## src/source/vec_pkg.sv

```systemverilog
package vec_pkg;

    typedef logic [31:0] word_t;
    typedef logic [63:0] vreg_t;
    typedef logic [4:0]  vreg_addr_t;
    typedef logic [7:0]  byte_en_t;
    typedef logic [2:0]  sew_t;
    typedef logic [3:0]  vl_t;
    typedef logic [15:0] mem_addr_t;
    typedef logic [5:0]  funct6_t;

    typedef enum logic [1:0] {
        DEC_IDLE,
        DEC_WAIT_ALU,
        DEC_WAIT_LSU,
        DEC_RESPOND
    } dec_state_t;

    typedef enum logic [1:0] {
        LSU_IDLE,
        LSU_LOAD_WAIT,
        LSU_DONE
    } lsu_state_t;

    // Major opcodes
    localparam logic [6:0] OPC_LOAD_FP  = 7'b0000111;
    localparam logic [6:0] OPC_STORE_FP = 7'b0100111;
    localparam logic [6:0] OPC_OP_V     = 7'b1010111;

    // OP-V funct3 categories
    localparam logic [2:0] F3_OPIVV = 3'b000;
    localparam logic [2:0] F3_OPIVI = 3'b011;
    localparam logic [2:0] F3_OPIVX = 3'b100;
    localparam logic [2:0] F3_OPCFG = 3'b111;

    localparam funct6_t F6_VADD = 6'b000000;
    localparam funct6_t F6_VSUB = 6'b000010;
    localparam funct6_t F6_VAND = 6'b001001;
    localparam funct6_t F6_VOR  = 6'b001010;
    localparam funct6_t F6_VXOR = 6'b001011;

    localparam int NUM_VREGS  = 32;
    localparam int VLEN_BYTES = 8;

endpackage

```

## src/source/vec_alu.sv

```systemverilog
`timescale 1ns/1ns

module vec_alu (
    input  logic             clk,
    input  logic             rst,
    input  logic             start,
    input  vec_pkg::funct6_t funct6,
    input  vec_pkg::sew_t    vsew,
    input  logic             use_scalar,
    input  vec_pkg::word_t   scalar,
    input  vec_pkg::vreg_t   src_a,
    input  vec_pkg::vreg_t   src_b,
    output logic             wr_en,
    output vec_pkg::vreg_t   wr_data,
    output logic             done
);

    vec_pkg::vreg_t scalar_rep;
    vec_pkg::vreg_t operand_b;
    vec_pkg::vreg_t add_b;
    vec_pkg::vreg_t sum;
    vec_pkg::vreg_t result;
    logic           is_sub;
    logic           carry;
    logic [8:0]     byte_sum;
    logic [3:0]     elem_bytes;

    // Scalar cut or sign-extended to one element, copied to every lane
    always_comb
    begin
        case (vsew)
            3'd0:    scalar_rep = {8{scalar[7:0]}};
            3'd1:    scalar_rep = {4{scalar[15:0]}};
            3'd2:    scalar_rep = {2{scalar}};
            default: scalar_rep = {{32{scalar[31]}}, scalar};
        endcase
    end

    assign operand_b  = use_scalar ? scalar_rep : src_b;
    assign is_sub     = (funct6 == vec_pkg::F6_VSUB);
    assign add_b      = is_sub ? ~operand_b : operand_b;
    assign elem_bytes = 4'd1 << vsew[1:0];

    // Byte-wise adder, carry chain restarts at each element
    always_comb
    begin
        sum      = '0;
        carry    = 1'b0;
        byte_sum = '0;
        for (int i = 0; i < vec_pkg::VLEN_BYTES; i++)
        begin
            if ((4'(i) & (elem_bytes - 4'd1)) == 4'd0)
            begin
                carry = is_sub;
            end
            byte_sum      = {1'b0, src_a[8*i +: 8]} + {1'b0, add_b[8*i +: 8]} + {8'd0, carry};
            sum[8*i +: 8] = byte_sum[7:0];
            carry         = byte_sum[8];
        end
    end

    always_comb
    begin
        case (funct6)
            vec_pkg::F6_VADD: result = sum;
            vec_pkg::F6_VSUB: result = sum;
            vec_pkg::F6_VAND: result = src_a & operand_b;
            vec_pkg::F6_VOR:  result = src_a | operand_b;
            vec_pkg::F6_VXOR: result = src_a ^ operand_b;
            default:          result = src_a;
        endcase
    end

    always_ff @(posedge clk or posedge rst)
    begin
        if (rst)
        begin
            wr_en <= 1'b0;
            done  <= 1'b0;
        end
        else
        begin
            wr_en <= start;
            done  <= start;
        end
    end

    always_ff @(posedge clk)
    begin
        if (start)
        begin
            wr_data <= result;
        end
    end

endmodule

```

## config.mk

```make
export PLATFORM = sky130hd
export DESIGN_NAME = vec_alu
export DESIGN_NICKNAME = d
export VERILOG_FILES = /design/src/source/vec_pkg.sv /design/src/source/vec_alu.sv
export SDC_FILE = /design/constraint.sdc
export NUM_CORES = 1
export LEC_CHECK = 0
export BUFFER_PORTS_ARGS = -buffer_cell sky130_fd_sc_hd__clkbuf_2
export CAP_MARGIN = 20
export CORE_AREA = 2 2 171 173
export CTS_BUF_LIST = sky130_fd_sc_hd__clkbuf_2 sky130_fd_sc_hd__clkbuf_4 sky130_fd_sc_hd__clkbuf_8
export CTS_CLUSTER_SIZE = 8
export DETAILED_ROUTE_END_ITERATION = 7
export DIE_AREA = 0 0 173 175
export GPL_TIMING_DRIVEN = 0
export PLACE_DENSITY = 0.62
export SYNTH_ARGS = -nofsm -noshare
export SYNTH_HDL_FRONTEND = slang
export SYNTH_SLANG_ARGS = --single-unit
export TNS_END_PERCENT = 30
```

## constraint.sdc

```tcl
create_clock -name clk -period 1.5 [get_ports clk]
set_input_delay 0.3 -clock clk [delete_from_list [all_inputs] [get_ports clk]]
set_output_delay 0.3 -clock clk [all_outputs]
set_load 0.005 [all_outputs]
```

======== Yosys cells after proc, flatten, opt, wreduce, memory -nomap -nowiden ========
Cells that the tools add are included.
word-level totals
  register bits ........................... 65
  input bits .............................. 173
  word-level logic and storage cells ...... 51
cells by class
  add/subtract/negate cells ............... 17
  equality and inequality tests ........... 6
  shifts and indexed selects .............. 1
  multiplexer cells ....................... 11
  bitwise operators ....................... 4
  reductions and logical operators ........ 10
operator list
  operator             count
  $pmux 64 s4          1
  $pmux 64 s3          1
  $mux 64              2
  $and 64x64->64       1
  $not 64->64          1
  $or 64x64->64        1
  $xor 64x64->64       1
  $add 8x8->9          7
  $add 9x1->9          7
  $logic_not 4->1      7
  $eq 6x4->1 const B   3
  $add 8x1->8          1
  $add 8x8->8          1
  $mux 1               7
  $eq 6x2->1 const B   1
  $logic_not 6->1      1
  $eq 3x1->1 const B   1
  $eq 3x2->1 const B   1
  $logic_not 3->1      1
  $shl 1x2->3 const A  1
  $sub 3x1->3 const B  1
  $reduce_or 2->1      1

======== Depth between registers and ports, before layout ========
  depth in word-level cells ............... 22
  gate-level depth with buffers ........... 70
  mapped depth without buffers ............ 68

======== Worst setup path after synthesis ========
Ideal clock, no wire load.
  path kind ............................... input to register
  start ................................... in funct6[5]
  end ..................................... reg wr_data[62], data pin
  library setup time ...................... 0.169 ns
  arrival time ............................ 15.338 ns
  slack ................................... -14.007 ns
  stages on the path ...................... 69
  buffers on the path ..................... 2
  cell sequence ........................... or3_4 > or3_4 > clkbuf_1 > buf_2 > xnor2_1 > fa_1 > a21o_1 > a21oi_1 > o21ai_0 > a21o_1 > a211oi_1 > nor2_1 > fa_1 > fa_1 > a21o_1 > a21oi_1 > o21ai_0 > a21o_1 > [... 33 more ...] > a31oi_1 > fa_1 > fa_1 > a21o_1 > a21oi_1 > o21ai_0 > a21o_1 > a211oi_1 > nor2_1 > fa_1 > inv_1 > fa_1 > nor2b_1 > o21ai_0 > a21oi_1 > o21a_1 > o21a_1 > o31ai_1
on the way
  word-level cells in the longest chain between the ends .. 19
  elaborated cells between the ends (all ways) .. 31
  those cells by class .................... add/sub: 16; eq/ne: 4; mux: 9; reduce/logical: 2
RTL lines
  what                  line                          RTL
  start, declared       vec_alu.sv:7                  input vec_pkg::funct6_t funct6,
  $eq 6x2->1            vec_alu.sv:40, vec_alu.sv:64
  $mux 64               vec_alu.sv:41                 assign add_b = is_sub ? ~operand_b : operand_b;
  $add 8x8->9           vec_alu.sv:56                 byte_sum = {1'b0, src_a[8*i +: 8]} + {1'b0, add_b[8*i +: 8]} + {8'd0, carry};
  $add 9x1->9           vec_alu.sv:56
  $mux 1                vec_alu.sv:52                 if ((4'(i) & (elem_bytes - 4'd1)) == 4'd0)
  $add 9x1->9           vec_alu.sv:56
  $mux 1                vec_alu.sv:52
  $add 9x1->9           vec_alu.sv:56
  [... 4 more ...]      --
  $mux 1                vec_alu.sv:52
  $add 9x1->9           vec_alu.sv:56
  $mux 1                vec_alu.sv:52
  $add 9x1->9           vec_alu.sv:56
  $mux 1                vec_alu.sv:52
  $add 8x1->8           vec_alu.sv:56
  $pmux 64 s4 (*)       vec_alu.sv:64                 case (funct6)
  via result[62]        vec_alu.sv:22                 vec_pkg::vreg_t result;
  end signal, assigned  vec_alu.sv:92                 wr_data <= result;
  end, declared         vec_alu.sv:14                 output vec_pkg::vreg_t wr_data,
Mark *: on every way through the listed nets, which the timed path passes. The rest lies on a longest branch.
A chain may end at the register's enable or synchronous reset.

======== Final worst setup path ========
  start ................................... in funct6[2]
  end ..................................... reg wr_data[62], data pin
The elaborated chain is that of the path after synthesis.

==> metrics <==
worst-margin pin slew between 0.9 and 1 ns; status finished with violations; IO Count around 240; fill count 2904; maxcap violations 0; largest net degree at the start of global routing 35; Slowest Stage Delay on Critical Path approximately 0.45 ns; WS Path Type primary input to register; GRT Total Usage 0.265; CP Capture Type register; period utilization 9.66; most frequent cells in the layout clkbuf_2, ha_1, inv_1; final hold violations 0; hold_ws about 0.27 ns; initial antenna violation count 6; worst setup path endpoint wr_data[62]$_DFFE_PP_; Seq cells post-synth 65; Startpoint Class primary input; Final setup viols between 60 and 70; CTS tree done; CP arrival 14.72 ns; first-pass GRT wire length 60900 um; post-route ant nets 0; Primary FF master, synth edfxtp_1; Seq/Total Area, Yosys 0.188; DRC 0; total nets after synthesis approximately 1600; Slew headroom 0.359; VDD IR max between 0.0004 and 0.0005 V; final total power just under 9 mW; num rows 62; Max FO, Critical Path 10; Crit path top cell by count fa_2; CP required 1.72 ns; syn avg cell area 8.38 um2; vias in the first global route 10500; clk buf depth 2; Die W between 150 and 200 um; drt initial violations slightly below 1000; Num CTS Buffers 9; vias roughly 11000; Crit-path slowest cell fa_2; Post-Syn Area 10400 um2; Final Slew Violations 0; register area roughly 1900 um2; port bufs about 230; vias per cell roughly 5.5; multi-input logic area 7980 um2; RePlAce Congestion 0.984; area grow syn2layout 27.2%; Root Buffer Master clkbuf_8; Starting Density 0.365; drt first pass iters 7; Post-synth EDFFs 64; ys async rst share 0.0154; Yosys warning total 0; NumNets Final between 1500 and 2000; hold crit path type primary input to async pin; area of the core about 28000 um2; FMAX a little under 70 MHz; clock-pin transition on the worst setup and hold timing paths about 0.090 ns; layout cells sized above 1 0.296; crit path time final roughly 14 ns; RSZ-0062 raised after global routing yes; Vert. Die Dim about 180 um; Pwr Density ~660 nW/um2; grt total ovfl 0; Setup WS post-layout -12.99 ns; Yosys cell types 52; failing checks setup timing; clk sinks between 60 and 70; Pleak approximately 6.3 nW; post-DR wirelength/cell roughly 21 um; Post-Route WL about 41000 um; commonest non-fill, non-tap cell in the layout clkbuf_2; H-Tree Depth 3; post-detail-place hpwl 32300 um; final std cells w/o fill between 1500 and 2000; post-synthesis cell count approximately 1200; Die Area about 30000 um2; Crit. Startpoint funct6[2]; post-placement cell count roughly 1900
routing by layer:
metal / track usage / part of all wire / vias to the layer above
met5: 0 / 0.00082 / -
met4: 0.129 / 0.045 / 6
met3: 0.0555 / 0.079 / 115
met2: 0.426 / 0.45 / 480
met1: 0.340 / 0.42 / 5073
li1: - / - / 4956
cell type report:
class                   count  share of cell area
multi-input cells         945               0.606
flip-flops and latches     65               0.148
repair buffers            283               0.121
inverters                 155              0.0442
well taps                 384              0.0365
plain buffers              71              0.0268
clock buffers              11              0.0115
clock inverters             5             0.00589
diodes                      3            0.000570
through the flow:
stage	instance area, um2	setup WS [ns]	util	TNS [ns]
after detailed placement	12200	-14.39	0.430	-506.50
after global placement	12200	-14.25	0.429	-536.37
after CTS	12900	-12.97	0.456	-441.25
after global routing	13200	-13.41	0.464	-458.67
after floorplan	10500	-12.41	-	-428.15
final	13200	-12.99	0.464	-442.96
worst min path at each step:
stage               start             end  slack [ns]  cells after the start
CTS                   rst  done$_DFF_PP0_        0.26                      3
global placement      rst  done$_DFF_PP0_        0.12                      2
floorplan             rst  done$_DFF_PP0_        0.03                      1
finish                rst  done$_DFF_PP0_        0.27                      3
global route          rst  done$_DFF_PP0_        0.29                      3
detailed placement    rst  done$_DFF_PP0_        0.12                      2
repair_timing:
item | 4_1_cts | 5_1_grt
hold buffers | 1 | 0
buffers inserted | 37 | 11
hold endpoints to repair | 1 | 0
pin swaps | 82 | 39
resized for setup | 71 | 28
setup endpoints to repair | 64 | 64
where the power goes:
group / total (mW) / switching, mW / internal (mW)
Sequential: 2.24 / 0.0435 / 2.19
Combinational: 4.55 / 2.52 / 2.04
Clock: 1.87 / 0.843 / 1.02
registers in the layout (all words and copies together) (netlist names):
| name | count |
|---|---|
| wr_data | 64 |
| done | 1 |
synth_stat cells (all sizes together) (23+ instances only):
cell,n,area (um2)
inv,155,582
nand2,77,289
xor2,43,377
clkbuf,46,173
buf,25,115
edfxtp,64,1920
a22oi,39,293
o21ai,102,514
a21oi,78,390
a21o,29,218
o211ai,23,173
mux2i,25,250
xnor2,65,569
nor2,74,285
mux2,42,477
ha,183,2290
cells by family (layout without fill, tap and decap cells):
family	count (synthesis)	count (layout)	synth area share
AO/OA/AOI/OAI	374	374	0.233
XOR/XNOR	108	108	0.0914
adder cells (fa/ha/maj)	198	198	0.250
buffers and inverters	226	525	0.0840
flip-flops	65	65	0.188
multiplexers	67	67	0.0702
other	0	3	0
AND/OR/NAND/NOR	198	198	0.0835
worst max-delay path: cells and delay by family:
| family | cells | cell delay [ns] |
|---|---|---|
| buffers and inverters | 4 | 0.57 |
| and+or+nand+nor | 9 | 1.30 |
| xor gates and xnor gates | 1 | 0.18 |
| AOI/OAI and AO/OA | 39 | 6.44 |
| muxes | 1 | 0.11 |
| adders and majority gates | 15 | 5.76 |
(Power assumes the default switching activity.)
