`config.mk`:
```
export PLATFORM = sky130hd
export DESIGN_NAME = vec_lsu
export DESIGN_NICKNAME = d
export VERILOG_FILES = /design/src/source/vec_pkg.sv /design/src/source/vec_lsu.sv
export SDC_FILE = /design/constraint.sdc
export NUM_CORES = 1
export LEC_CHECK = 0
export ABC_AREA = 1
export BUFFER_PORTS_ARGS = -buffer_cell sky130_fd_sc_hd__buf_2
export CAP_MARGIN = 40
export CORE_MARGIN = 8
export CORE_UTILIZATION = 38
export DETAILED_ROUTE_END_ITERATION = 10
export PLACE_DENSITY = 0.84
export REMOVE_ABC_BUFFERS = 1
export SLEW_MARGIN = 20
export SYNTH_ARGS = -nofsm -noshare
export SYNTH_HDL_FRONTEND = slang
export SYNTH_SLANG_ARGS = --single-unit
```
`constraint.sdc`:
```
create_clock -name clk -period 2.9 [get_ports clk]
set_input_delay 0.435 -clock clk [delete_from_list [all_inputs] [get_ports clk]]
set_output_delay 0.435 -clock clk [all_outputs]
set_load 0.01 [all_outputs]
```
`src/source/vec_pkg.sv`:
```
package vec_pkg;

    typedef logic [31:0] word_t;
    typedef logic [63:0] vreg_t;
    typedef logic [4:0]  vreg_addr_t;
    typedef logic [7:0]  byte_en_t;
    typedef logic [2:0]  sew_t;
    typedef logic [3:0]  vl_t;
    typedef logic [15:0] mem_addr_t;
    typedef logic [5:0]  funct6_t;

    typedef enum logic [1:0] {
        DEC_IDLE,
        DEC_WAIT_ALU,
        DEC_WAIT_LSU,
        DEC_RESPOND
    } dec_state_t;

    typedef enum logic [1:0] {
        LSU_IDLE,
        LSU_LOAD_WAIT,
        LSU_DONE
    } lsu_state_t;

    // Major opcodes
    localparam logic [6:0] OPC_LOAD_FP  = 7'b0000111;
    localparam logic [6:0] OPC_STORE_FP = 7'b0100111;
    localparam logic [6:0] OPC_OP_V     = 7'b1010111;

    // OP-V funct3 categories
    localparam logic [2:0] F3_OPIVV = 3'b000;
    localparam logic [2:0] F3_OPIVI = 3'b011;
    localparam logic [2:0] F3_OPIVX = 3'b100;
    localparam logic [2:0] F3_OPCFG = 3'b111;

    localparam funct6_t F6_VADD = 6'b000000;
    localparam funct6_t F6_VSUB = 6'b000010;
    localparam funct6_t F6_VAND = 6'b001001;
    localparam funct6_t F6_VOR  = 6'b001010;
    localparam funct6_t F6_VXOR = 6'b001011;

    localparam int NUM_VREGS  = 32;
    localparam int VLEN_BYTES = 8;

endpackage

```
`src/source/vec_lsu.sv`:
```
`timescale 1ns/1ns

module vec_lsu (
    input  logic               clk,
    input  logic               rst,
    input  logic               start,
    input  logic               is_store,
    input  vec_pkg::mem_addr_t addr,
    input  vec_pkg::vreg_t     store_data,
    input  vec_pkg::byte_en_t  byte_en,
    input  vec_pkg::vreg_t     mem_rdata,
    output logic               mem_req,
    output logic               mem_we,
    output vec_pkg::mem_addr_t mem_addr,
    output vec_pkg::vreg_t     mem_wdata,
    output vec_pkg::byte_en_t  mem_be,
    output logic               wr_en,
    output vec_pkg::vreg_t     wr_data,
    output logic               done
);

    vec_pkg::lsu_state_t state;

    always_ff @(posedge clk or posedge rst)
    begin
        if (rst)
        begin
            state   <= vec_pkg::LSU_IDLE;
            mem_req <= 1'b0;
            mem_we  <= 1'b0;
            wr_en   <= 1'b0;
            done    <= 1'b0;
        end
        else
        begin
            wr_en <= 1'b0;
            done  <= 1'b0;
            case (state)
                vec_pkg::LSU_IDLE:
                begin
                    if (start)
                    begin
                        mem_req <= 1'b1;
                        mem_we  <= is_store;
                        state   <= is_store ? vec_pkg::LSU_DONE : vec_pkg::LSU_LOAD_WAIT;
                    end
                end
                vec_pkg::LSU_LOAD_WAIT:
                begin
                    // Read data shows up next cycle
                    mem_req <= 1'b0;
                    state   <= vec_pkg::LSU_DONE;
                end
                vec_pkg::LSU_DONE:
                begin
                    mem_req <= 1'b0;
                    mem_we  <= 1'b0;
                    wr_en   <= !mem_we;
                    done    <= 1'b1;
                    state   <= vec_pkg::LSU_IDLE;
                end
                default:
                begin
                    state <= vec_pkg::LSU_IDLE;
                end
            endcase
        end
    end

    always_ff @(posedge clk)
    begin
        if ((state == vec_pkg::LSU_IDLE) && start)
        begin
            mem_addr  <= addr;
            mem_wdata <= store_data;
            mem_be    <= byte_en;
        end
        if (state == vec_pkg::LSU_DONE)
        begin
            wr_data <= mem_rdata;
        end
    end

endmodule

```
# After elaboration in Yosys (flattened, before gate mapping)
# Cells that the tools add are included.
# word_totals
ram_bits,0
mem_count,0
latchBits,0
inputBits,156
out_inout_bits,156
register_bits,158
mem_bits_ro,0
# op_classes
bitwise_logic,0
n_lt_le_gt_ge,0
div,0
muxes,9
eq_ne,3
addsub,0
multipliers,0
shift,0
n_reduce_logical,8
# op_table
operator,n
1-bit two-way mux,4
2-bit two-way mux,2
1-bit one-hot mux with 2 select lines,2
2-bit one-hot mux with 2 select lines,1
2-bit AND reduction,2
2-bit nonzero test,2
2-bit by 1-bit == test with 1-bit output (second input constant),1
2-bit == test (second input constant),1
2-bit logical NOT,1
2-bit inequality test (second input constant),1
2-bit OR reduction,1
1-bit logical AND,1
1-bit logical NOT,1

# Depth between registers and ports, before layout
# Gate-level depths: netlist of the first run.
# depth
ltp_word,4
ltp_mapped,6
ltp_nobuf,6

# Worst setup path after synthesis of the first run
# OpenSTA, ideal clock, no wires.
# synth_timing
path_kind,register -> register
startpoint,reg state[0]
endpoint,reg mem_addr[0] (enable)
required_time_ns,2.458
arrival_time_ns,2.473
n_path_buf,0
synth_period_minus_slack_ns,2.915
stages_incl_launch_ff,5
slack_ns,-0.015
cell_sequence,dfrtp_1 > inv_1 > ha_1 > nand2_1 > inv_1
# synth_between
elab_chain_cells,2
# synth_lines
element,line,source
from (decl),vec_lsu.sv:22,vec_pkg::lsu_state_t state;
from (signal assigned),vec_lsu.sv:28,state <= vec_pkg::LSU_IDLE;
from (signal assigned),vec_lsu.sv:45,state <= is_store ? vec_pkg::LSU_DONE : vec_pkg::LSU_LOAD_WAIT;
from (signal assigned),vec_lsu.sv:52,state <= vec_pkg::LSU_DONE;
2-bit logical NOT,vec_lsu.sv:72,if ((state == vec_pkg::LSU_IDLE) && start)
1-bit logical AND,vec_lsu.sv:72,
to (signal assigned),vec_lsu.sv:74,mem_addr <= addr;
to (decl),vec_lsu.sv:14,"output vec_pkg::mem_addr_t mem_addr,"
# Every way passes these cells.
# A chain may end at the register's enable or synchronous reset.

# Worst setup path in the final report of the first run
# layout_timing
startpoint,reg state[0]
endpoint,reg mem_wdata[47] (enable)
# layout_between
elab_chain_cells,2
# layout_lines
element,line,source
2-bit logical NOT,vec_lsu.sv:72,
1-bit logical AND,vec_lsu.sv:72,
to (signal assigned),vec_lsu.sv:75,mem_wdata <= store_data;
to (decl),vec_lsu.sv:15,"output vec_pkg::vreg_t mem_wdata,"
# Every way passes these cells.

==> impl_metrics.tcl, run 1 <==
set metrics [dict create \
    synth-seq-cells 158 \
    rrSetupSlack_ns 0.96 \
    yosysSeqAreaShare_pct 96.0 \
    initial_core_util_pct 38.9 \
    numClockSinks 158 \
    tightest_slew_ns 0.446 \
    hold_viol 0 \
    synthTopCellsByArea "edfxtp_1 93%, dfrtp_1 3.1%, ha_1 1.3%" \
    met3_usage_pct 9.20 \
    yosysTopAreaCell "edfxtp_1" \
    fillCellCount 969 \
    critPathKind "reg -> reg" \
    area_growth_pct 48.1 \
    routed-via-count 3102 \
    synth_top_area_share_pct 93.0 \
    cp-endpoint "mem_wdata[47]" \
    portBuffers 311 \
    top_usage_layer "met2" \
    place_hpwl_um 10800 \
    h-tree-depth 4 \
    drive_above_1_share_pct 63.4 \
    dp.cells 680 \
    cap_viol_max_count 0 \
    netlist_area_mm2 0.00491 \
    grt_usage_pct 15.5 \
    grt_antenna_before_repair 4 \
    antenna_left 0 \
    nets 689 \
    max_freq_mhz 516 \
    routabilityCongestion 0.819 \
    rows 41 \
    avgRoutedWirePerCell_um 18.8 \
    viasPerCell 4.34 \
    grt_pass1_wl_um 18900 \
    wl_um 13400 \
    cp_slowest_cell "dfrtp_1" \
    cts_buffers 17 \
    mostFrequentLayoutCells "311 x buf_2, 152 x edfxtp_1, 17 x clkbuf_16" \
    grt_pass1_vias 3447 \
    core_area_mm2 0.0126 \
    p_leak_nw 3.15 \
    setup_slack_ns 0.960 \
    slew_headroom_pct 70.2 \
    clock_tree.root_cell "clkbuf_16" \
    critPathCaptureType "register" \
    grt_max_degree 68 \
    fin_skew_ns 0.00318 \
    pwr_density_cell_mw_per_mm2 904 \
    path_cells "inv_1 -> ha_1 -> nand2_1 -> clkinv_2 -> buf_12" \
    cp.arrival_ns 2.02 \
    rr_startpoint "state[0]" \
    slowest_delay_ns 0.42 \
    syn-instance-count 195 \
    hp-class "in -> reg" \
    cp_max_fo 64 \
    die_h_um 130 \
    gr-total-overflow 0 \
    yosys_warnings 0 \
    cts_tree "done" \
    grt_util_met1_pct 15.3 \
    ios 312 \
    ys_types 10 \
    final_cells 714 \
    cts.path.max_buffers 2 \
    required_ns 2.98 \
    rsz0062_at_grt "no" \
    clk_pin_slew_ns 0.06 \
    syn_area_per_cell_um2 25.2 \
    vdd_drop_max_uv 546 \
    clock_latency_ns 0.40 \
    ff2ff_path_depth 5 \
    outcome "completed" \
    setup_viol 0 \
    die_w_um 130 \
    preCtsSetupSlack_ns 0.957 \
    final.period_utilization_pct 66.9 \
    startpoint "state[0]" \
    regToRegEndpoint "mem_wdata[47]" \
    dieArea_mm2 0.0168 \
    use_met2_pct 25.8 \
    drv_slew 0 \
    drt_first_iter_violations 131 \
    crit_path_start_kind "register" \
    drc_errors 0 \
    first_pass_iters 4 \
    fin_crit_ns 1.94 \
    layout_commonest_cell "buf_2" \
]
==> final cells by class <==
class	instances	area, um2	area share [%]
Inverter	10	38.8	0.534
Multi-Input combinational cell	27	159	2.19
Antenna cell	1	2.50	0.0344
Sequential cell	158	4710	64.9
Clock buffer	20	437	6.01
Clock inverter	12	96.3	1.33
Timing Repair Buffer	314	1610	22.1
Tap cell	172	215	2.96
==> repair_timing <==
| item | CTS | global route |
|---|---|---|
| gates resized for setup | 0 | 0 |
| endpoints found under the hold margin | 6 | 0 |
| setup buffers | 0 | 0 |
| hold buffers | 1 | 0 |
==> per-layer routing <==
layer,vias to the layer above,wire (um)
li1,1416,-
met3,28,1970
met4,6,274
met2,219,6540
met5,-,35
met1,1433,4570
==> power by group <==
| part | switching [mW] | total (mW) | leakage [nW] | internal [mW] |
|---|---|---|---|---|
| Clock | 0.816 | 1.98 | 0.251 | 1.17 |
| Combinational | 0.843 | 1.30 | 1.39 | 0.458 |
| Sequential | 0.130 | 3.29 | 1.51 | 3.16 |
| Total | 1.79 | 6.58 | 3.15 | 4.79 |
==> synth_stat cells <==
cell type / number
nand3_1: 2
nand4_1: 1
dfrtp_1: 6
inv_1: 10
nand2_2: 1
nand3b_1: 1
nand2_1: 15
nor2_1: 2
ha_1: 5
edfxtp_1: 152
==> state kept, by name, indices dropped and copies added (netlist names) <==
name / count
done: 1
mem_addr: 16
mem_be: 8
mem_req: 1
mem_wdata: 64
mem_we: 1
state: 2
wr_data: 64
wr_en: 1
==> through the flow <==
stage          instance area [um2]  utilization [%]  hold WS [ns]  power [mW]  setup TNS (ns)
5_1_grt                       7270             57.6         0.169        6.89               0
2_1_floorplan                 4910                -         0.226        3.96           -1.33
4_1_cts                       7270             57.6         0.176        6.68               0
6_report                      7270             57.6         0.200        6.58               0
3_5_place_dp                  6720             53.3         0.369        4.67               0
3_3_place_gp                  6720             53.3         0.352        4.60               0
==> critical path, delay by kind of cell, from the launching register on <==
family | cells | cell delay, ns
flip-flops | 1 | 0.42
buffers and inverters | 3 | 0.81
adder cells (fa/ha/maj) | 1 | 0.23
AND/OR/NAND/NOR | 1 | 0.10
==> kinds of logic after synthesis <==
family,after synthesis,synth area share (%)
adders and majority gates,5,1.27
buffers and inverters,10,0.765
DFF,158,96.0
and+or+nand+nor,22,1.91
==> worst min path at each step <==
stage	to	depth (start not counted)	from	slack (ns)
after global placement	wr_en	2	rst	0.35
after CTS	wr_data[22]	1	mem_rdata[22]	0.18
after global routing	wr_data[45]	1	mem_rdata[45]	0.17
final	wr_data[22]	1	mem_rdata[22]	0.20
after detailed placement	wr_en	2	rst	0.37
after floorplan	done	1	rst	0.23
(Power assumes the default switching activity.)
==> run 2, diff against run 1 <==
CORE_UTILIZATION = 42   (was 38)
PLACE_DENSITY = 0.87   (was 0.84)
clock period = 1.9 ns   (was 2.9 ns; I/O delays follow)
==> impl_metrics.tcl, run 2 (same netlist as run 1, synthesis figures left out) <==
set metrics [dict create \
    cp_slowest_cell "dfrtp_1" \
    top_regs "mem_wdata x64, wr_data x64, mem_addr x16" \
    initial_core_util_pct 43.0 \
    setup_viol 0 \
    tightest_slew_ns 0.283 \
    outcome "completed" \
    ios 312 \
    portBuffers 311 \
    drv_slew 0 \
    gr-total-overflow 0 \
    critPathKind "reg -> reg" \
    hold_buffers 1 \
    viasPerCell 4.54 \
    drive_above_1_share_pct 64.5 \
    cts.path.max_buffers 2 \
    antenna_left 0 \
    cts_tree "done" \
    cts_resized 0 \
    rows 39 \
    avgRoutedWirePerCell_um 20.0 \
    hp-class "in -> reg" \
    final_area_mm2 0.00732 \
    die_h_um 124 \
    max_freq_mhz 602 \
    layout_commonest_cell "buf_2" \
    path_cells "inv_1 -> ha_1 -> nand2_1 -> clkinv_2 -> buf_12" \
    final.period_utilization_pct 87.4 \
    hold_viol 0 \
    routed-via-count 3138 \
    cp.arrival_ns 1.77 \
    p_leak_nw 3.21 \
    place_hpwl_um 11000 \
    min_delay_path_depth 1 \
    grt_antenna_before_repair 1 \
    first_pass_iters 4 \
    fin_setup_tns_ns 0 \
    clock_tree.root_cell "clkbuf_16" \
    slowest_delay_ns 0.42 \
    setup_slack_ns 0.240 \
    area_growth_pct 49.1 \
    crit_cells 5 \
    cts_buffers 17 \
    critPathCaptureType "register" \
    dieArea_mm2 0.0154 \
    wl_um 13900 \
    numClockSinks 158 \
    required_ns 2.01 \
    nets 695 \
    crit_path_start_kind "register" \
    fin_crit_ns 1.66 \
    fin_skew_ns 0.00779 \
    rsz0062_at_grt "no" \
    pwr_density_cell_mw_per_mm2 1410 \
    mostFrequentLayoutCells "311 x buf_2, 152 x edfxtp_1, 17 x clkbuf_16" \
    clock_latency_ns 0.41 \
    grt_pass1_vias 3498 \
    grt_max_degree 49 \
    cp_max_fo 28 \
    drc_errors 0 \
    die_w_um 124 \
    drt_first_iter_violations 173 \
    place_area_mm2 0.00675 \
    critPathBufInv 3 \
    clk_pin_slew_ns 0.06 \
    preCtsSetupSlack_ns 0.229 \
    ff2ff_path_depth 5 \
    post_cts_buffers 0 \
    slew_headroom_pct 81.1 \
    grt_pass1_wl_um 19000 \
    cpLargestDelayFamily "buffers and inverters" \
    grt_usage_pct 16.9 \
    cap_viol_max_count 0 \
    routabilityCongestion 0.740 \
    h-tree-depth 4 \
    vdd_drop_max_uv 743 \
    core_area_mm2 0.0114 \
]
## run 2: cell count changes in the layout (fill, tap and decap cells not counted)
cell,before,now
buf_4,0,5
clkinv_2,5,4
clkinv_4,0,4
buf_12,2,3
inv_8,0,1
inv_6,1,4
clkinv_1,2,0
clkinvlp_4,4,1
clkbuf_1,3,1
## run 2: per-stage QoR
stage | hold WS [ns] | utilization [%] | std cells | power [mW]
global route | 0.0190 | 64.1 | 690 | 10.8
global placement | 0.211 | 59.1 | 657 | 7.12
finish | 0.0445 | 64.1 | 691 | 10.3
floorplan | 0.0760 | - | 195 | 6.04
CTS | 0.0237 | 64.1 | 690 | 10.5
detailed placement | 0.213 | 59.1 | 657 | 7.22
## run 2: worst paths after layout
| kind | start | end | slack (ns) |
|---|---|---|---|
| worst max-delay path | state[1] | mem_be[4] | 0.24 |
| worst min-delay path | mem_rdata[5] | wr_data[5] | 0.04 |
| worst max register to register | state[1] | mem_be[4] | 0.24 |
| worst min register to register | mem_we | wr_en | 0.46 |
| max in group asynchronous | rst | wr_en | 1.36 |
| min in group asynchronous | rst | state[1] | 0.34 |
## run 2: power by group
part           internal, mW  switching [mW]  total, mW
logic                 0.768            1.30       2.07
clock network          1.83            1.38       3.21
registers              4.82           0.218       5.04
## run 2: layer usage
metal / share of wire (%) / vias up / GRT usage, %
li1: - / 1431 / -
met1: 33 / 1478 / 16.7
met2: 52 / 212 / 29.5
met3: 14 / 15 / 9.02
met4: 1.1 / 2 / 6.39
met5: 0.094 / - / 0
## run 2: final cells by class
class / count / area (um2)
Antenna cell: 1 / 2.50
Clock buffer: 18 / 429
Clock inverter: 14 / 134
Fill cell: 820 / 4100
Inverter: 10 / 38.8
Multi-Input combinational cell: 27 / 159
Sequential cell: 158 / 4710
Tap cell: 143 / 179
Timing Repair Buffer: 320 / 1660
==> run 3, diff against run 2 <==
==> constraint.sdc (replaced) <==
create_clock -name clk -period 1.9 [get_ports clk]
set_input_delay 0.285 -clock clk [delete_from_list [all_inputs] [get_ports clk]]
set_output_delay 0.285 -clock clk [all_outputs]
set_load 0.02 [all_outputs]
==> impl_metrics.tcl, run 3 (same netlist as run 1, synthesis figures left out) <==
set metrics [dict create \
    clock_latency_ns 0.41 \
    use_met2_pct 29.6 \
    hold_buffers 1 \
    cp.arrival_ns 1.82 \
    die_h_um 124 \
    cp_slowest_cell "dfrtp_1" \
    grt_pass1_wl_um 18700 \
    critPathKind "reg -> reg" \
    slowest_delay_ns 0.39 \
    top_regs "mem_wdata x64, wr_data x64, mem_addr x16" \
    grt_util_met1_pct 16.8 \
    viasPerCell 4.50 \
    required_ns 2.06 \
    rsz0062_at_grt "no" \
    fin_util_pct 64.5 \
    final.period_utilization_pct 87.0 \
    drt_first_iter_violations 218 \
    cts_tree "done" \
    antenna_left 0 \
    fillCellCount 809 \
    hp-class "in -> reg" \
    critPathBufInv 3 \
    final_area_mm2 0.00736 \
    rows 39 \
    crit_cells 5 \
    top_usage_layer "met2" \
    cts_resized 0 \
    slew_headroom_pct 80.4 \
    multi_input_area_um2 159 \
    drc_errors 0 \
    numClockSinks 158 \
    p_total_mw 11.1 \
    cts_buffers 17 \
    critPathCaptureType "register" \
    drive_above_1_share_pct 64.0 \
    portBuffers 311 \
    place_area_mm2 0.00675 \
    vdd_drop_max_uv 915 \
    grt_usage_pct 17.1 \
    grt_antenna_before_repair 0 \
    mostFrequentLayoutCells "311 x buf_2, 152 x edfxtp_1, 17 x clkbuf_16" \
    pwr_density_cell_mw_per_mm2 1500 \
    min_delay_path_depth 1 \
    nets 695 \
    seq_area_mm2 0.00471 \
    h-tree-depth 4 \
    crit_path_start_kind "register" \
    place_hpwl_um 11300 \
    ff2ff_path_depth 5 \
    die_w_um 124 \
    cpLargestDelayFamily "buffers and inverters" \
    p_leak_nw 3.22 \
    fin_setup_tns_ns 0 \
    core_area_mm2 0.0114 \
    path_cells "inv_1 -> ha_1 -> nand2_1 -> clkinv_2 -> buf_12" \
    met3_usage_pct 8.43 \
    rr_startpoint "state[0]" \
    gr-total-overflow 0 \
    post_cts_buffers 0 \
    cts.path.max_buffers 2 \
    fin_crit_ns 1.65 \
    tightest_slew_ns 0.294 \
    fin_skew_ns 0.00489 \
    routed-via-count 3108 \
    min_from "addr[12]" \
    clock_tree.root_cell "clkbuf_16" \
    outcome "completed" \
    cap_viol_max_count 0 \
    avgRoutedWirePerCell_um 20.0 \
    ios 312 \
    grt_pass1_vias 3385 \
    first_pass_iters 4 \
    initial_core_util_pct 43.0 \
    startpoint "state[0]" \
    cp_max_fo 28 \
    hold_viol 0 \
    grt_max_degree 49 \
    drv_slew 0 \
    wl_um 13800 \
    clk_pin_slew_ns 0.06 \
    layout_commonest_cell "buf_2" \
    area_growth_pct 50.0 \
    setup_slack_ns 0.247 \
    dieArea_mm2 0.0154 \
    routabilityCongestion 0.741 \
    setup_viol 0 \
    max_freq_mhz 605 \
    preCtsSetupSlack_ns 0.228 \
]
## run 3: cell types whose count changed in the layout (fill, tap and decap cells not counted), sizes merged
cell	delta
inv	-4
clkbuf	+2
clkinv	-2
bufinv	+3
clkinvlp	+1
## run 3: cell type report
cell class / instances / share of cell area [%]
diodes: 1 / 0.0340
clock buffers: 20 / 5.93
clock inverters: 12 / 2.28
inverters: 10 / 0.527
multi-input cells: 27 / 2.16
flip-flops and latches: 158 / 64.0
well taps: 143 / 2.43
repair buffers: 320 / 22.6
## run 3: path summary, 6_finish.rpt
path                                end  slack (ns)
hold reg to reg                   wr_en        0.45
hold / removal             mem_addr[12]        0.04
setup reg to reg            mem_addr[7]        0.25
max in group asynchronous       mem_req        1.38
min in group asynchronous        mem_we        0.33
setup / recovery            mem_addr[7]        0.25
## run 3: metal layers
layer | up-vias | part of all wire, %
met4 | 0 | 1.9
met2 | 200 | 52
li1 | 1431 | -
met3 | 22 | 13
met5 | - | 0
met1 | 1455 | 33
## run 3: power by group
part	switching (mW)	internal, mW
sequential	0.228	4.82
combinational	1.81	0.774
clock	1.25	2.19
total	3.29	7.78
## run 3: worst register-to-register path: stages, from the launching register on
cell and delay, ns:
dfrtp_1 0.39, inv_1 0.10, ha_1 0.25, nand2_1 0.12, clkinv_2 0.26, buf_12 0.28
## run 3: per-stage QoR
step,hold slack [ns],cells
5_1_grt,0.0187,690
3_3_place_gp,0.211,657
6_report,0.0437,691
2_1_floorplan,0.0760,195
3_5_place_dp,0.212,657
4_1_cts,0.0217,690
