$ cat config.mk
export PLATFORM = sky130hd
export DESIGN_NAME = vec_decoder
export DESIGN_NICKNAME = d
export VERILOG_FILES = /design/src/source/vec_pkg.sv /design/src/source/vec_decoder.sv
export SDC_FILE = /design/constraint.sdc
export NUM_CORES = 1
export LEC_CHECK = 0
export BUFFER_PORTS_ARGS = -buffer_cell sky130_fd_sc_hd__buf_2
export CELL_PAD_IN_SITES_DETAIL_PLACEMENT = 0
export CELL_PAD_IN_SITES_GLOBAL_PLACEMENT = 1
export CORE_MARGIN = 8
export CORE_UTILIZATION = 36
export DETAILED_ROUTE_END_ITERATION = 10
export GPL_ROUTABILITY_DRIVEN = 0
export PLACE_DENSITY = 0.85
export SLEW_MARGIN = 30
export SYNTH_ARGS = -nofsm -noshare
export SYNTH_HDL_FRONTEND = slang
export SYNTH_SLANG_ARGS = --single-unit
$ cat constraint.sdc
create_clock -name clk -period 7.9 [get_ports clk]
set_clock_uncertainty 0.2 [all_clocks]
set_input_delay 0 -clock clk [delete_from_list [all_inputs] [get_ports clk]]
set_output_delay 0 -clock clk [all_outputs]
set_load 0.03 [all_outputs]
$ cat src/source/vec_pkg.sv
package vec_pkg;

    typedef logic [31:0] word_t;
    typedef logic [63:0] vreg_t;
    typedef logic [4:0]  vreg_addr_t;
    typedef logic [7:0]  byte_en_t;
    typedef logic [2:0]  sew_t;
    typedef logic [3:0]  vl_t;
    typedef logic [15:0] mem_addr_t;
    typedef logic [5:0]  funct6_t;

    typedef enum logic [1:0] {
        DEC_IDLE,
        DEC_WAIT_ALU,
        DEC_WAIT_LSU,
        DEC_RESPOND
    } dec_state_t;

    typedef enum logic [1:0] {
        LSU_IDLE,
        LSU_LOAD_WAIT,
        LSU_DONE
    } lsu_state_t;

    // Major opcodes
    localparam logic [6:0] OPC_LOAD_FP  = 7'b0000111;
    localparam logic [6:0] OPC_STORE_FP = 7'b0100111;
    localparam logic [6:0] OPC_OP_V     = 7'b1010111;

    // OP-V funct3 categories
    localparam logic [2:0] F3_OPIVV = 3'b000;
    localparam logic [2:0] F3_OPIVI = 3'b011;
    localparam logic [2:0] F3_OPIVX = 3'b100;
    localparam logic [2:0] F3_OPCFG = 3'b111;

    localparam funct6_t F6_VADD = 6'b000000;
    localparam funct6_t F6_VSUB = 6'b000010;
    localparam funct6_t F6_VAND = 6'b001001;
    localparam funct6_t F6_VOR  = 6'b001010;
    localparam funct6_t F6_VXOR = 6'b001011;

    localparam int NUM_VREGS  = 32;
    localparam int VLEN_BYTES = 8;

endpackage

$ cat src/source/vec_decoder.sv
`timescale 1ns/1ns

module vec_decoder (
    input  logic                clk,
    input  logic                rst,
    input  logic                req_valid,
    input  vec_pkg::word_t      insn,
    input  vec_pkg::word_t      rs1,
    input  vec_pkg::vreg_t      v0,
    input  logic                alu_done,
    input  logic                lsu_done,
    output logic                req_ready,
    output logic                resp_valid,
    output vec_pkg::word_t      resp_data,
    output logic                resp_err,
    output vec_pkg::vreg_addr_t vs1,
    output vec_pkg::vreg_addr_t vs2,
    output vec_pkg::vreg_addr_t rd_addr_b,
    output vec_pkg::vreg_addr_t vd,
    output vec_pkg::sew_t       vsew,
    output logic                use_scalar,
    output vec_pkg::word_t      scalar,
    output vec_pkg::funct6_t    funct6,
    output vec_pkg::mem_addr_t  mem_addr,
    output logic                is_store,
    output vec_pkg::byte_en_t   byte_en,
    output logic                sel_vld_res,
    output logic                alu_start,
    output logic                lsu_start
);

    vec_pkg::dec_state_t state;
    vec_pkg::vl_t        vl;

    logic [6:0]          opcode;
    logic [2:0]          funct3;
    logic                accept;
    logic                cfg_ok;
    logic                arith_ok;
    logic                mem_ok;
    vec_pkg::word_t      avl;
    vec_pkg::vl_t        vlmax;
    vec_pkg::vl_t        new_vl;
    vec_pkg::byte_en_t   act_be;
    logic [2:0]          elem;

    assign opcode = insn[6:0];
    assign funct3 = insn[14:12];

    // Ready again in the response cycle
    assign req_ready  = (state == vec_pkg::DEC_IDLE) || (state == vec_pkg::DEC_RESPOND);
    assign resp_valid = (state == vec_pkg::DEC_RESPOND);
    assign accept     = req_valid && req_ready;

    // vsetvl form and element widths above 64 bits are rejected
    assign cfg_ok = (opcode == vec_pkg::OPC_OP_V) && (funct3 == vec_pkg::F3_OPCFG)
                    && (insn[31:30] != 2'b10) && !insn[25];

    assign arith_ok = (opcode == vec_pkg::OPC_OP_V)
                      && (funct3 inside {vec_pkg::F3_OPIVV, vec_pkg::F3_OPIVI,
                                         vec_pkg::F3_OPIVX})
                      && (insn[31:26] inside {vec_pkg::F6_VADD, vec_pkg::F6_VSUB,
                                              vec_pkg::F6_VAND, vec_pkg::F6_VOR,
                                              vec_pkg::F6_VXOR});

    assign mem_ok = (opcode == vec_pkg::OPC_LOAD_FP) || (opcode == vec_pkg::OPC_STORE_FP);

    // Requested length, clamped to 8 bytes per register
    assign avl    = insn[31] ? {27'd0, insn[19:15]} : rs1;
    assign vlmax  = 4'd8 >> insn[24:23];
    assign new_vl = (avl > {28'd0, vlmax}) ? vlmax : avl[3:0];

    // Bytes of active elements under the current vl, vsew and mask
    always_comb
    begin
        act_be = '0;
        elem   = '0;
        for (int b = 0; b < vec_pkg::VLEN_BYTES; b++)
        begin
            elem      = 3'(b >> vsew[1:0]);
            act_be[b] = ({1'b0, elem} < vl) && (insn[25] || v0[elem]);
        end
    end

    always_ff @(posedge clk or posedge rst)
    begin
        if (rst)
        begin
            state     <= vec_pkg::DEC_IDLE;
            vl        <= '0;
            vsew      <= '0;
            resp_data <= '0;
            resp_err  <= 1'b0;
            alu_start <= 1'b0;
            lsu_start <= 1'b0;
        end
        else
        begin
            alu_start <= 1'b0;
            lsu_start <= 1'b0;
            case (state)
                vec_pkg::DEC_WAIT_ALU:
                begin
                    if (alu_done)
                    begin
                        state <= vec_pkg::DEC_RESPOND;
                    end
                end
                vec_pkg::DEC_WAIT_LSU:
                begin
                    if (lsu_done)
                    begin
                        state <= vec_pkg::DEC_RESPOND;
                    end
                end
                default:
                begin
                    state <= vec_pkg::DEC_IDLE;
                    if (accept)
                    begin
                        resp_data <= '0;
                        resp_err  <= 1'b0;
                        if (cfg_ok)
                        begin
                            vl        <= new_vl;
                            vsew      <= insn[25:23];
                            resp_data <= {28'd0, new_vl};
                            state     <= vec_pkg::DEC_RESPOND;
                        end
                        else if (arith_ok)
                        begin
                            alu_start <= 1'b1;
                            state     <= vec_pkg::DEC_WAIT_ALU;
                        end
                        else if (mem_ok)
                        begin
                            lsu_start <= 1'b1;
                            state     <= vec_pkg::DEC_WAIT_LSU;
                        end
                        else
                        begin
                            resp_err <= 1'b1;
                            state    <= vec_pkg::DEC_RESPOND;
                        end
                    end
                end
            endcase
        end
    end

    // Fields held for the units while the instruction runs
    always_ff @(posedge clk)
    begin
        if (accept)
        begin
            vs1         <= insn[19:15];
            vs2         <= insn[24:20];
            vd          <= insn[11:7];
            funct6      <= insn[31:26];
            use_scalar  <= (funct3 != vec_pkg::F3_OPIVV);
            scalar      <= (funct3 == vec_pkg::F3_OPIVI) ? {{27{insn[19]}}, insn[19:15]} : rs1;
            mem_addr    <= rs1[15:0];
            is_store    <= (opcode == vec_pkg::OPC_STORE_FP);
            sel_vld_res <= (opcode == vec_pkg::OPC_LOAD_FP);
            byte_en     <= act_be;
        end
    end

    // Store data comes from vd (vs3)
    assign rd_addr_b = is_store ? vd : vs1;

endmodule

==> Word-level counts from Yosys, hierarchy flattened <==
Cells that the tools add are included.
{ "word_totals": {"regBits": 124, "output_inout_bits": 125, "in_bits": 133, "word_cells": 135} }
{ "op_classes": {"eq_ne": 16, "n_lt_le_gt_ge": 17, "muxes": 40, "n_shift": 9, "reduce_logical": 35, "bitwise": 1} }
{ "op_table": {"columns": ["cell", "count"], "rows": [
  ["$mux 32", 2],
  ["$lt 3x7->1 const B", 8],
  ["$gt 32x4->1", 1],
  ["$lt 3x4->1", 8],
  ["$bmux 1 s3", 8],
  ["$mux 1", 21],
  ["$eq 6x4->1 const B", 3],
  ["$logic_and 1x1->1", 14],
  ["$shr 3x2->3 const A", 4],
  ["$logic_or 1x1->1", 10],
  ["$mux 2", 5],
  ["$mux 4", 2],
  ["$eq 7x3->1 const B", 1],
  ["$eq 7x6->1 const B", 1],
  ["$eq 7x7->1 const B", 1],
  ["$eq 3x3->1 const B", 2],
  ["$eq 6x2->1 const B", 1],
  ["$logic_not 6->1", 1],
  ["$ne 2x2->1 const B", 3],
  ["$reduce_bool 3->1", 2],
  ["$shr 1x2->3 const A", 2],
  ["$shr 2x2->3 const A", 2],
  ["$mux 5", 1],
  ["$reduce_bool 5->1", 1],
  ["other kinds (12)", 14]
]} }

==> Logic depth before layout (Yosys ltp) <==
Gate-level depths: netlist of the first run.
{ "logic_depth": {"word_depth": 8, "ltp_mapped": 8, "mapped_depth_nobuf": 7} }

==> Worst setup path before layout of the first run <==
No wires, ideal clock.
{ "synth_timing": {"path_type": "register to register", "start": "reg state[0]", "end": "reg byte_en[0] (enable)", "t_required_ns": 7.266, "setup_slack_ns": 4.625, "n_path_buf": 0, "arrival_ns": 2.642, "period_less_slack_ns": 3.275, "path_stages_with_launch": 5, "setup_ns": 0.434, "cell_sequence": "dfrtp_1 -> inv_1 -> ha_1 -> nand2_2 -> inv_1"} }
{ "synth_between": {"elab_chain_cells": 3, "elab_cells_between_ends": 4, "cone_classes": "eq/ne: 1; reduce/logical: 3"} }
{ "synth_rtl": {"columns": ["element", "line", "rtl"], "rows": [
  ["start: declaration", "vec_decoder.sv:32", "vec_pkg::dec_state_t state;"],
  ["start signal: assignment", "vec_decoder.sv:89", "state <= vec_pkg::DEC_IDLE;"],
  ["start signal: assignment", "vec_decoder.sv:106", "state <= vec_pkg::DEC_RESPOND;"],
  ["start signal: assignment", "vec_decoder.sv:113", "state <= vec_pkg::DEC_RESPOND;"],
  ["$eq 2x2->1 / $logic_not 2->1 (equally long branches)", "vec_decoder.sv:51", "assign req_ready = (state == vec_pkg::DEC_IDLE) || (state == vec_pkg::DEC_RESPOND);"],
  ["$logic_or 1x1->1 *", "vec_decoder.sv:51", null],
  ["via req_ready", "vec_decoder.sv:12", "output logic req_ready,"],
  ["$logic_and 1x1->1 *", "vec_decoder.sv:53", "assign accept = req_valid && req_ready;"],
  ["via accept", "vec_decoder.sv:37", "logic accept;"],
  ["end signal: assignment", "vec_decoder.sv:165", "byte_en <= act_be;"],
  ["end: declaration", "vec_decoder.sv:26", "output vec_pkg::byte_en_t byte_en,"]
]} }
Mark *: on every way through the listed nets, which the timed path passes. The rest lies on a longest branch.
A chain may end at the register's enable or synchronous reset.

==> Worst setup path after layout of the first run <==
{ "layout_timing": {"start": "in insn[2]", "end": "reg state[1]"} }
{ "layout_between": {"elab_chain_cells": 7, "elab_cells_between_ends": 10, "cone_classes": "eq/ne: 1; mux: 4; reduce/logical: 5"} }
{ "layout_rtl": {"columns": ["element", "line", "rtl"], "rows": [
  ["start: declaration", "vec_decoder.sv:7", "input vec_pkg::word_t insn,"],
  ["$eq 7x7->1 *", "vec_decoder.sv:56, vec_decoder.sv:59", null],
  ["$logic_and 1x1->1 (on tied branches)", "vec_decoder.sv:60, vec_decoder.sv:56", null],
  ["$logic_and 1x1->1 (on tied branches)", "vec_decoder.sv:62, vec_decoder.sv:57", null],
  ["$mux 2 / $logic_and 1x1->1 (equally long branches)", "vec_decoder.sv:130, vec_decoder.sv:57", null],
  ["$mux 2 *", "vec_decoder.sv:123", "if (cfg_ok)"],
  ["$mux 2 *", "vec_decoder.sv:119", "if (accept)"],
  ["$pmux 2 s2 *", "vec_decoder.sv:101", "case (state)"],
  ["end signal: assignment", "vec_decoder.sv:106", null],
  ["end signal: assignment", "vec_decoder.sv:118", "state <= vec_pkg::DEC_IDLE;"],
  ["end signal: assignment", "vec_decoder.sv:133", "state <= vec_pkg::DEC_WAIT_ALU;"]
]} }
Every way passes the cells marked *; elsewhere a longest branch is shown, timed or not.

==> impl_metrics.env, run 1 <==
export IMPL_rr_startpoint="state[0]"
export IMPL_synth_top_area_share_pct=52.3
export IMPL_cts_hold_buffers_added=74
export IMPL_synthCells=362
export IMPL_grt_util_all_layers_pct=16.2
export IMPL_power_density_cell_area_nw_per_um2=288
export IMPL_postCtsResizedCells=0
export IMPL_ys_flop_type="sky130_fd_sc_hd__edfxtp_1"
export IMPL_synth_top_cells_by_area="sky130_fd_sc_hd__edfxtp_1 (52%), sky130_fd_sc_hd__dfrtp_1 (8.7%), sky130_fd_sc_hd__nand2_1 (5.8%)"
export IMPL_crit_buf_inv=5
export IMPL_insertedDiodeCount=0
export IMPL_power_leakage_nw=2.98
export IMPL_crit_reg2reg_capture="state[0]"
export IMPL_reg2reg_slack_ns=5.42
export IMPL_min_to="byte_en[5]"
export IMPL_core_area_sq_um=12500
export IMPL_drt_first_pass_iters=4
export IMPL_die_width_um=129
export IMPL_timing_hold_worst_path_depth=4
export IMPL_wire_length_of_the_first_global_routing_pass_um=21000
export IMPL_post_synth_num_cell_types=46
export IMPL_number_of_nets_at_the_end_of_the_flow=756
export IMPL_post_cts_repair_setup_buffers=0
export IMPL_antenna_violations_before_repair=0
export IMPL_share_of_layout_cells_above_drive_strength_1_pct=36.7
export IMPL_clk_insertion_delay_late_ns=0.34
export IMPL_final_min_period_over_clock_period_pct=43.0
export IMPL_max_stage_delay_ns=0.62
export IMPL_vias=3790
export IMPL_cts_buffers=9
export IMPL_die_h_um=129
export IMPL_dpl_hpwl_um=9700
export IMPL_setup_tns_final_ns=0
export IMPL_postSynthRegisterBits=96
export IMPL_grt_max_degree=81
export IMPL_critical_path_endpoint_type="register"
export IMPL_worstSetupPathType="in2reg"
export IMPL_io_buffer_count=173
export IMPL_timing_critical_path_from="insn[2]"
export IMPL_die_area_sq_um=16600
export IMPL_drtIter0Drc=330
export IMPL_vias_per_cell=4.83
export IMPL_layout_setup_ws_ns=4.50
export IMPL_worst_hold_slack_across_all_endpoints_ns=0.0132
export IMPL_antenna_violating_nets_post_route=0
export IMPL_critPathArrivalTime_ns=3.42
export IMPL_cts_htree_levels=3
export IMPL_power_ir_vdd_worst_uv=147
export IMPL_max_slew_margin_pct=52.4
export IMPL_fp_row_count=41
export IMPL_cp_common_cell="sky130_fd_sc_hd__dlygate4sd3_1"
export IMPL_number_of_endpoints_failing_setup_at_the_final_stage=0
export IMPL_hp_class="in2reg"
export IMPL_drc=0
export IMPL_critical_path_required_time_ns=7.92
export IMPL_timing_fmax_ghz=0.294
export IMPL_hold_violations=0
export IMPL_max_cap_viol_count=0
export IMPL_tritoncts_clock_tree="done"
export IMPL_synthesized_cell_area_sq_um=4590
export IMPL_yosys_area_top_type="sky130_fd_sc_hd__edfxtp_1"
export IMPL_max_clock_path_buffers=2
export IMPL_io_pins=258
export IMPL_outcome="finished clean"
export IMPL_crit_fanout=3
export IMPL_n_fill_cell=1061
export IMPL_grt_setup_unrepaired="false"
export IMPL_yosysWarnings=0
export IMPL_startpoint_class="primary input"
export IMPL_detail_routed_net_length_per_standard_cell_um=17.6
export IMPL_initial_utilization_pct=36.7
export IMPL_report_final_slew_viol_count=0
export IMPL_clk_pin_slew_ns=0.07
export IMPL_cts_root_buf="sky130_fd_sc_hd__clkbuf_16"
export IMPL_cpLargestDelayFamily="buffers and inverters"
export IMPL_globalRoute_totalOverflow=0
export IMPL_crit_slowest_cell="sky130_fd_sc_hd__dlygate4sd3_1"
export IMPL_grt_pass1_vias=3987
export IMPL_synth_edff_count=80
export IMPL_worstPathCellList="dlygate4sd3_1, buf_2, nand4b_4, dlygate4sd3_1, a2111oi_0, dlygate4sd3_1, nand3_1, a211oi_1, a21oi_1, dlygate4sd3_1"
export IMPL_seq_area_frac_synth_pct=61.0
export IMPL_areaGrowthSynthToFinish_pct=42.9
export IMPL_tritoncts_num_sinks=96
export IMPL_postSynth_asyncResetShare_pct=16.7
export IMPL_reg2regPathDepth=7
export IMPL_worst_pin_slew_ns=0.714
export IMPL_source_of_the_worst_hold_timing_path="v0[7]"
export IMPL_post_place_ws_ns=5.49
export IMPL_period_needed_ns=3.40
export IMPL_syn_area_per_cell_sq_um=12.7
export IMPL_fin_total_pwr_mw=1.89
export IMPL_routed_wirelength_um=13800
==> where the power goes <==
| part | leakage (nW) | internal (mW) | switching [mW] | total [mW] |
|---|---|---|---|---|
| logic | 1.85 | 0.178 | 0.487 | 0.666 |
| clock network | 0.157 | 0.279 | 0.185 | 0.464 |
| registers | 0.971 | 0.717 | 0.0433 | 0.760 |
==> per-layer routing <==
| layer | vias to the layer above | track usage (%) | wire [um] |
|---|---|---|---|
| li1 | 1738 | - | - |
| met1 | 1826 | 17.6 | 5380 |
| met2 | 214 | 28.8 | 6880 |
| met3 | 12 | 5.92 | 1400 |
| met4 | 0 | 4.70 | 146 |
| met5 | - | 0 | 0 |
==> flip-flops by register name, indices dropped and copies added, names as in the netlist, 2 cells and up <==
register,count
vl,4
scalar,32
state,2
funct6,6
mem_addr,16
vsew,3
vs2,5
byte_en,8
vd,5
vs1,5
resp_data,4
==> worst register-to-register path, delay by kind of cell (launching register included) <==
kind | cells | cell delay (ns)
buffers and inverters | 4 | 1.29
adder cells (fa/ha/maj) | 1 | 0.13
flip-flops | 1 | 0.42
AO/OA/AOI/OAI | 2 | 0.32
==> through the flow <==
| step | area (sq um) | cells | util [%] |
|---|---|---|---|
| floorplan | 4700 | 389 | - |
| global placement | 5500 | 695 | 43.9 |
| detailed placement | 5500 | 695 | 43.9 |
| CTS | 6560 | 785 | 52.4 |
| global route | 6560 | 785 | 52.4 |
| finish | 6560 | 785 | 52.4 |
==> placed cells by master, fill, tap and decap left out, types with 2 or more instances in the layout <==
cell type	n
sky130_fd_sc_hd__nor2_1	15
sky130_fd_sc_hd__nand2_1	71
sky130_fd_sc_hd__edfxtp_1	80
sky130_fd_sc_hd__bufinv_16	2
sky130_fd_sc_hd__mux4_2	8
sky130_fd_sc_hd__or3_1	2
sky130_fd_sc_hd__clkinv_4	2
sky130_fd_sc_hd__o22a_1	2
sky130_fd_sc_hd__o31ai_1	2
sky130_fd_sc_hd__nor2b_1	3
sky130_fd_sc_hd__buf_2	173
sky130_fd_sc_hd__inv_1	14
sky130_fd_sc_hd__mux2_2	15
sky130_fd_sc_hd__or2_2	2
sky130_fd_sc_hd__nand3_1	9
sky130_fd_sc_hd__nand2b_1	5
sky130_fd_sc_hd__ha_1	15
sky130_fd_sc_hd__nand3b_1	2
sky130_fd_sc_hd__dlygate4sd3_1	74
sky130_fd_sc_hd__clkbuf_16	9
sky130_fd_sc_hd__a21oi_1	14
sky130_fd_sc_hd__o32a_1	2
sky130_fd_sc_hd__nor3_1	3
sky130_fd_sc_hd__nand4b_1	4
sky130_fd_sc_hd__conb_1	28
sky130_fd_sc_hd__a211o_2	3
sky130_fd_sc_hd__nand4_1	3
sky130_fd_sc_hd__a21o_1	2
sky130_fd_sc_hd__o21ai_0	6
sky130_fd_sc_hd__a211oi_1	2
sky130_fd_sc_hd__clkinv_2	2
sky130_fd_sc_hd__dfrtp_1	16
sky130_fd_sc_hd__nor4_1	6
==> cells in the mapped netlist (2+ instances only) <==
library cell               instances
sky130_fd_sc_hd__a211o_2           3
sky130_fd_sc_hd__a211oi_1          2
sky130_fd_sc_hd__a21o_1            2
sky130_fd_sc_hd__a21oi_1          14
sky130_fd_sc_hd__buf_1             2
sky130_fd_sc_hd__buf_4            28
sky130_fd_sc_hd__buf_6             3
sky130_fd_sc_hd__clkbuf_1          6
sky130_fd_sc_hd__dfrtp_1          16
sky130_fd_sc_hd__edfxtp_1         80
sky130_fd_sc_hd__ha_1             15
sky130_fd_sc_hd__inv_1            15
sky130_fd_sc_hd__mux2_2           15
sky130_fd_sc_hd__mux4_2            8
sky130_fd_sc_hd__nand2_1          71
sky130_fd_sc_hd__nand2b_1          5
sky130_fd_sc_hd__nand3_1           9
sky130_fd_sc_hd__nand3b_1          2
sky130_fd_sc_hd__nand4_1           3
sky130_fd_sc_hd__nand4b_1          4
sky130_fd_sc_hd__nor2_1           15
sky130_fd_sc_hd__nor2b_1           3
sky130_fd_sc_hd__nor3_1            3
sky130_fd_sc_hd__nor4_1            6
sky130_fd_sc_hd__o21ai_0           6
sky130_fd_sc_hd__o22a_1            2
sky130_fd_sc_hd__o31ai_1           2
sky130_fd_sc_hd__o32a_1            2
sky130_fd_sc_hd__or2_2             2
sky130_fd_sc_hd__or3_1             2
==> worst max path at each step <==
stage | end | cells after the start
2_1_floorplan | byte_en[0] | 4
3_3_place_gp | byte_en[6] | 6
3_5_place_dp | byte_en[6] | 6
4_1_cts | state[1] | 10
5_1_grt | state[1] | 10
6_report | state[1] | 10
==> cell families after synthesis <==
kind of cell | count (synthesis) | share of synthesized area [%]
buffers and inverters | 56 | 7.62
DFF | 96 | 61.0
and+or+nand+nor | 133 | 14.1
AOI/OAI and AO/OA | 37 | 5.34
muxes | 24 | 7.82
adders and majority gates | 15 | 4.08
other | 1 | 0.0816
==> layout make-up <==
type / instances / area (sq um) / share of cell area [%]
clock buffers: 10 / 229 / 3.49
clock inverters: 6 / 91.3 / 1.39
inverters: 15 / 57.6 / 0.877
multi-input cells: 237 / 1540 / 23.5
flip-flops and latches: 96 / 2800 / 42.7
well taps: 172 / 215 / 3.28
repair buffers: 249 / 1630 / 24.8
No activity file was read; power rests on OpenSTA's default activity.
==> run 2: changes to the inputs <==
--- a/config.mk
+++ b/config.mk
@@ -9,10 +9,10 @@
 export CELL_PAD_IN_SITES_DETAIL_PLACEMENT = 0
 export CELL_PAD_IN_SITES_GLOBAL_PLACEMENT = 1
 export CORE_MARGIN = 8
-export CORE_UTILIZATION = 36
+export CORE_UTILIZATION = 30
 export DETAILED_ROUTE_END_ITERATION = 10
 export GPL_ROUTABILITY_DRIVEN = 0
-export PLACE_DENSITY = 0.85
+export PLACE_DENSITY = 0.76
 export SLEW_MARGIN = 30
 export SYNTH_ARGS = -nofsm -noshare
 export SYNTH_HDL_FRONTEND = slang
==> constraint.sdc (replaced) <==
create_clock -name clk -period 3.08 [get_ports clk]
set_clock_uncertainty 0.2 [all_clocks]
set_input_delay 0 -clock clk [delete_from_list [all_inputs] [get_ports clk]]
set_output_delay 0 -clock clk [all_outputs]
set_load 0.03 [all_outputs]
==> impl_metrics.env, run 2 (synthesis results as in run 1) <==
export IMPL_clk_pin_slew_ns=0.07
export IMPL_setup_tns_final_ns=0
export IMPL_cpLargestDelayFamily="buffers and inverters"
export IMPL_core_area_sq_um=15100
export IMPL_cts_buffers=9
export IMPL_io_buffer_count=173
export IMPL_tritoncts_clock_tree="done"
export IMPL_number_of_endpoints_failing_setup_at_the_final_stage=0
export IMPL_crit_fanout=3
export IMPL_power_density_cell_area_nw_per_um2=718
export IMPL_layout_cells_most_common_list="sky130_fd_sc_hd__buf_2 (173), sky130_fd_sc_hd__edfxtp_1 (80), sky130_fd_sc_hd__dlygate4sd3_1 (74), sky130_fd_sc_hd__nand2_1 (71), sky130_fd_sc_hd__conb_1 (28)"
export IMPL_grt_pass1_vias=4000
export IMPL_wire_length_of_the_first_global_routing_pass_um=21500
export IMPL_reg2regPathDepth=8
export IMPL_fin_total_pwr_mw=4.71
export IMPL_critical_path_endpoint_type="register"
export IMPL_vias_per_cell=4.63
export IMPL_detail_routed_net_length_per_standard_cell_um=17.0
export IMPL_hold_violations=0
export IMPL_cts_htree_levels=3
export IMPL_grt_max_degree=81
export IMPL_largest_register_ff_count=32
export IMPL_clk_insertion_delay_late_ns=0.33
export IMPL_final_design_area_no_fill_sq_um=6560
export IMPL_grt_util_all_layers_pct=13.8
export IMPL_max_cap_viol_count=0
export IMPL_period_needed_ns=2.80
export IMPL_share_of_layout_cells_above_drive_strength_1_pct=36.7
export IMPL_fp_row_count=45
export IMPL_detailed_place_area_sq_um=5530
export IMPL_cts_root_buf="sky130_fd_sc_hd__clkbuf_16"
export IMPL_report_final_slew_viol_count=0
export IMPL_biggestRegsByFlops="scalar: 32 flops, mem_addr: 16 flops, byte_en: 8 flops"
export IMPL_min_to="resp_err"
export IMPL_antenna_violating_nets_post_route=0
export IMPL_number_of_nets_at_the_end_of_the_flow=756
export IMPL_source_of_the_worst_hold_timing_path="insn[3]"
export IMPL_power_ir_vdd_worst_uv=378
export IMPL_die_h_um=140
export IMPL_cp_common_cell="sky130_fd_sc_hd__dlygate4sd3_1"
export IMPL_die_width_um=140
export IMPL_io_pins=258
export IMPL_reg2reg_slack_ns=0.56
export IMPL_critical_path_required_time_ns=3.10
export IMPL_worst_pin_slew_ns=0.623
export IMPL_max_clock_path_buffers=2
export IMPL_outcome="finished clean"
export IMPL_areaGrowthSynthToFinish_pct=42.7
export IMPL_critPathArrivalTime_ns=2.82
export IMPL_drt_first_pass_iters=4
export IMPL_drc=0
export IMPL_max_stage_delay_ns=0.58
export IMPL_drtIter0Drc=222
export IMPL_antenna_violations_before_repair=0
export IMPL_rr_startpoint="state[0]"
export IMPL_grt_setup_unrepaired="false"
export IMPL_dpl_hpwl_um=9810
export IMPL_initial_utilization_pct=30.4
export IMPL_final_min_period_over_clock_period_pct=90.8
export IMPL_layout_commonest_cell="sky130_fd_sc_hd__buf_2"
export IMPL_max_slew_margin_pct=58.5
export IMPL_timing_hold_worst_path_depth=5
export IMPL_power_leakage_nw=2.95
export IMPL_vias=3707
export IMPL_startpoint_class="primary input"
export IMPL_insertedDiodeCount=0
export IMPL_crit_buf_inv=4
export IMPL_max_flop_register="scalar"
export IMPL_tritoncts_num_sinks=96
export IMPL_crit_reg2reg_capture="state[1]"
export IMPL_hp_class="in2reg"
export IMPL_timing_fmax_ghz=0.357
export IMPL_worstSetupPathType="in2reg"
export IMPL_worstPathCellList="dlygate4sd3_1, buf_2, nand4b_4, a2111oi_0, nand3_1, a211oi_1, dlygate4sd3_1, a21oi_1, dlygate4sd3_1"
export IMPL_globalRoute_totalOverflow=0
export IMPL_routed_wirelength_um=13600
export IMPL_crit_slowest_cell="sky130_fd_sc_hd__dlygate4sd3_1"
export IMPL_die_area_sq_um=19500
-- run 2: worst max path at each step --
stage / startpoint / end / slack [ns] / depth (start not counted)
finish: insn[2] / state[1] / 0.28 / 9
global route: insn[2] / state[1] / 0.15 / 9
CTS: insn[26] / state[1] / 0.31 / 9
detailed placement: vsew[1] / byte_en[6] / 0.63 / 6
global placement: vsew[1] / byte_en[6] / 0.66 / 6
floorplan: state[0] / byte_en[0] / 0.25 / 4
-- run 2: power breakdown --
part	total [mW]	switching [mW]	internal, mW
Sequential	1.94	0.104	1.83
Clock	1.06	0.501	0.561
Combinational	1.71	1.24	0.467
Total	4.71	1.85	2.86
-- run 2: metal layers --
metal / vias to the layer above / global-route usage (%) / wire, um
met5: - / 0 / 0
met2: 166 / 22.7 / 6440
met1: 1786 / 16.6 / 5920
met3: 13 / 4.82 / 1050
met4: 0 / 4.46 / 202
li1: 1742 / - / -
-- run 2: area by class of cell --
type,count,area (sq um)
inverters,15,60.1
multi-input cells,237,1540
fillers,1382,8530
clock buffers,10,229
well taps,188,235
flip-flops and latches,96,2800
repair buffers,249,1630
clock inverters,6,53.8
-- run 2: tightest hold or removal path: stages --
cell	delay, ns
sky130_fd_sc_hd__buf_2	0.09
sky130_fd_sc_hd__nand4b_4	0.13
sky130_fd_sc_hd__or4_4	0.12
sky130_fd_sc_hd__nand3_1	0.06
sky130_fd_sc_hd__o21ai_0	0.14
-- run 2: through the flow --
step | hold WS [ns] | setup WS (ns) | instances | utilization (%)
after global routing | 0.0712 | 0.148 | 801 | 43.5
after global placement | -0.103 | 0.658 | 711 | 36.7
after CTS | 0.00764 | 0.305 | 801 | 43.5
final | 0.0377 | 0.282 | 801 | 43.5
after detailed placement | -0.0956 | 0.632 | 711 | 36.7
after floorplan | -0.286 | 0.246 | 389 | -
-- run 2: timing repair --
action | in CTS | in global routing
setup buffers | 0 | 0
hold buffers | 74 | 0
endpoints found under the hold margin | 108 | 0
gates resized for setup | 0 | 0
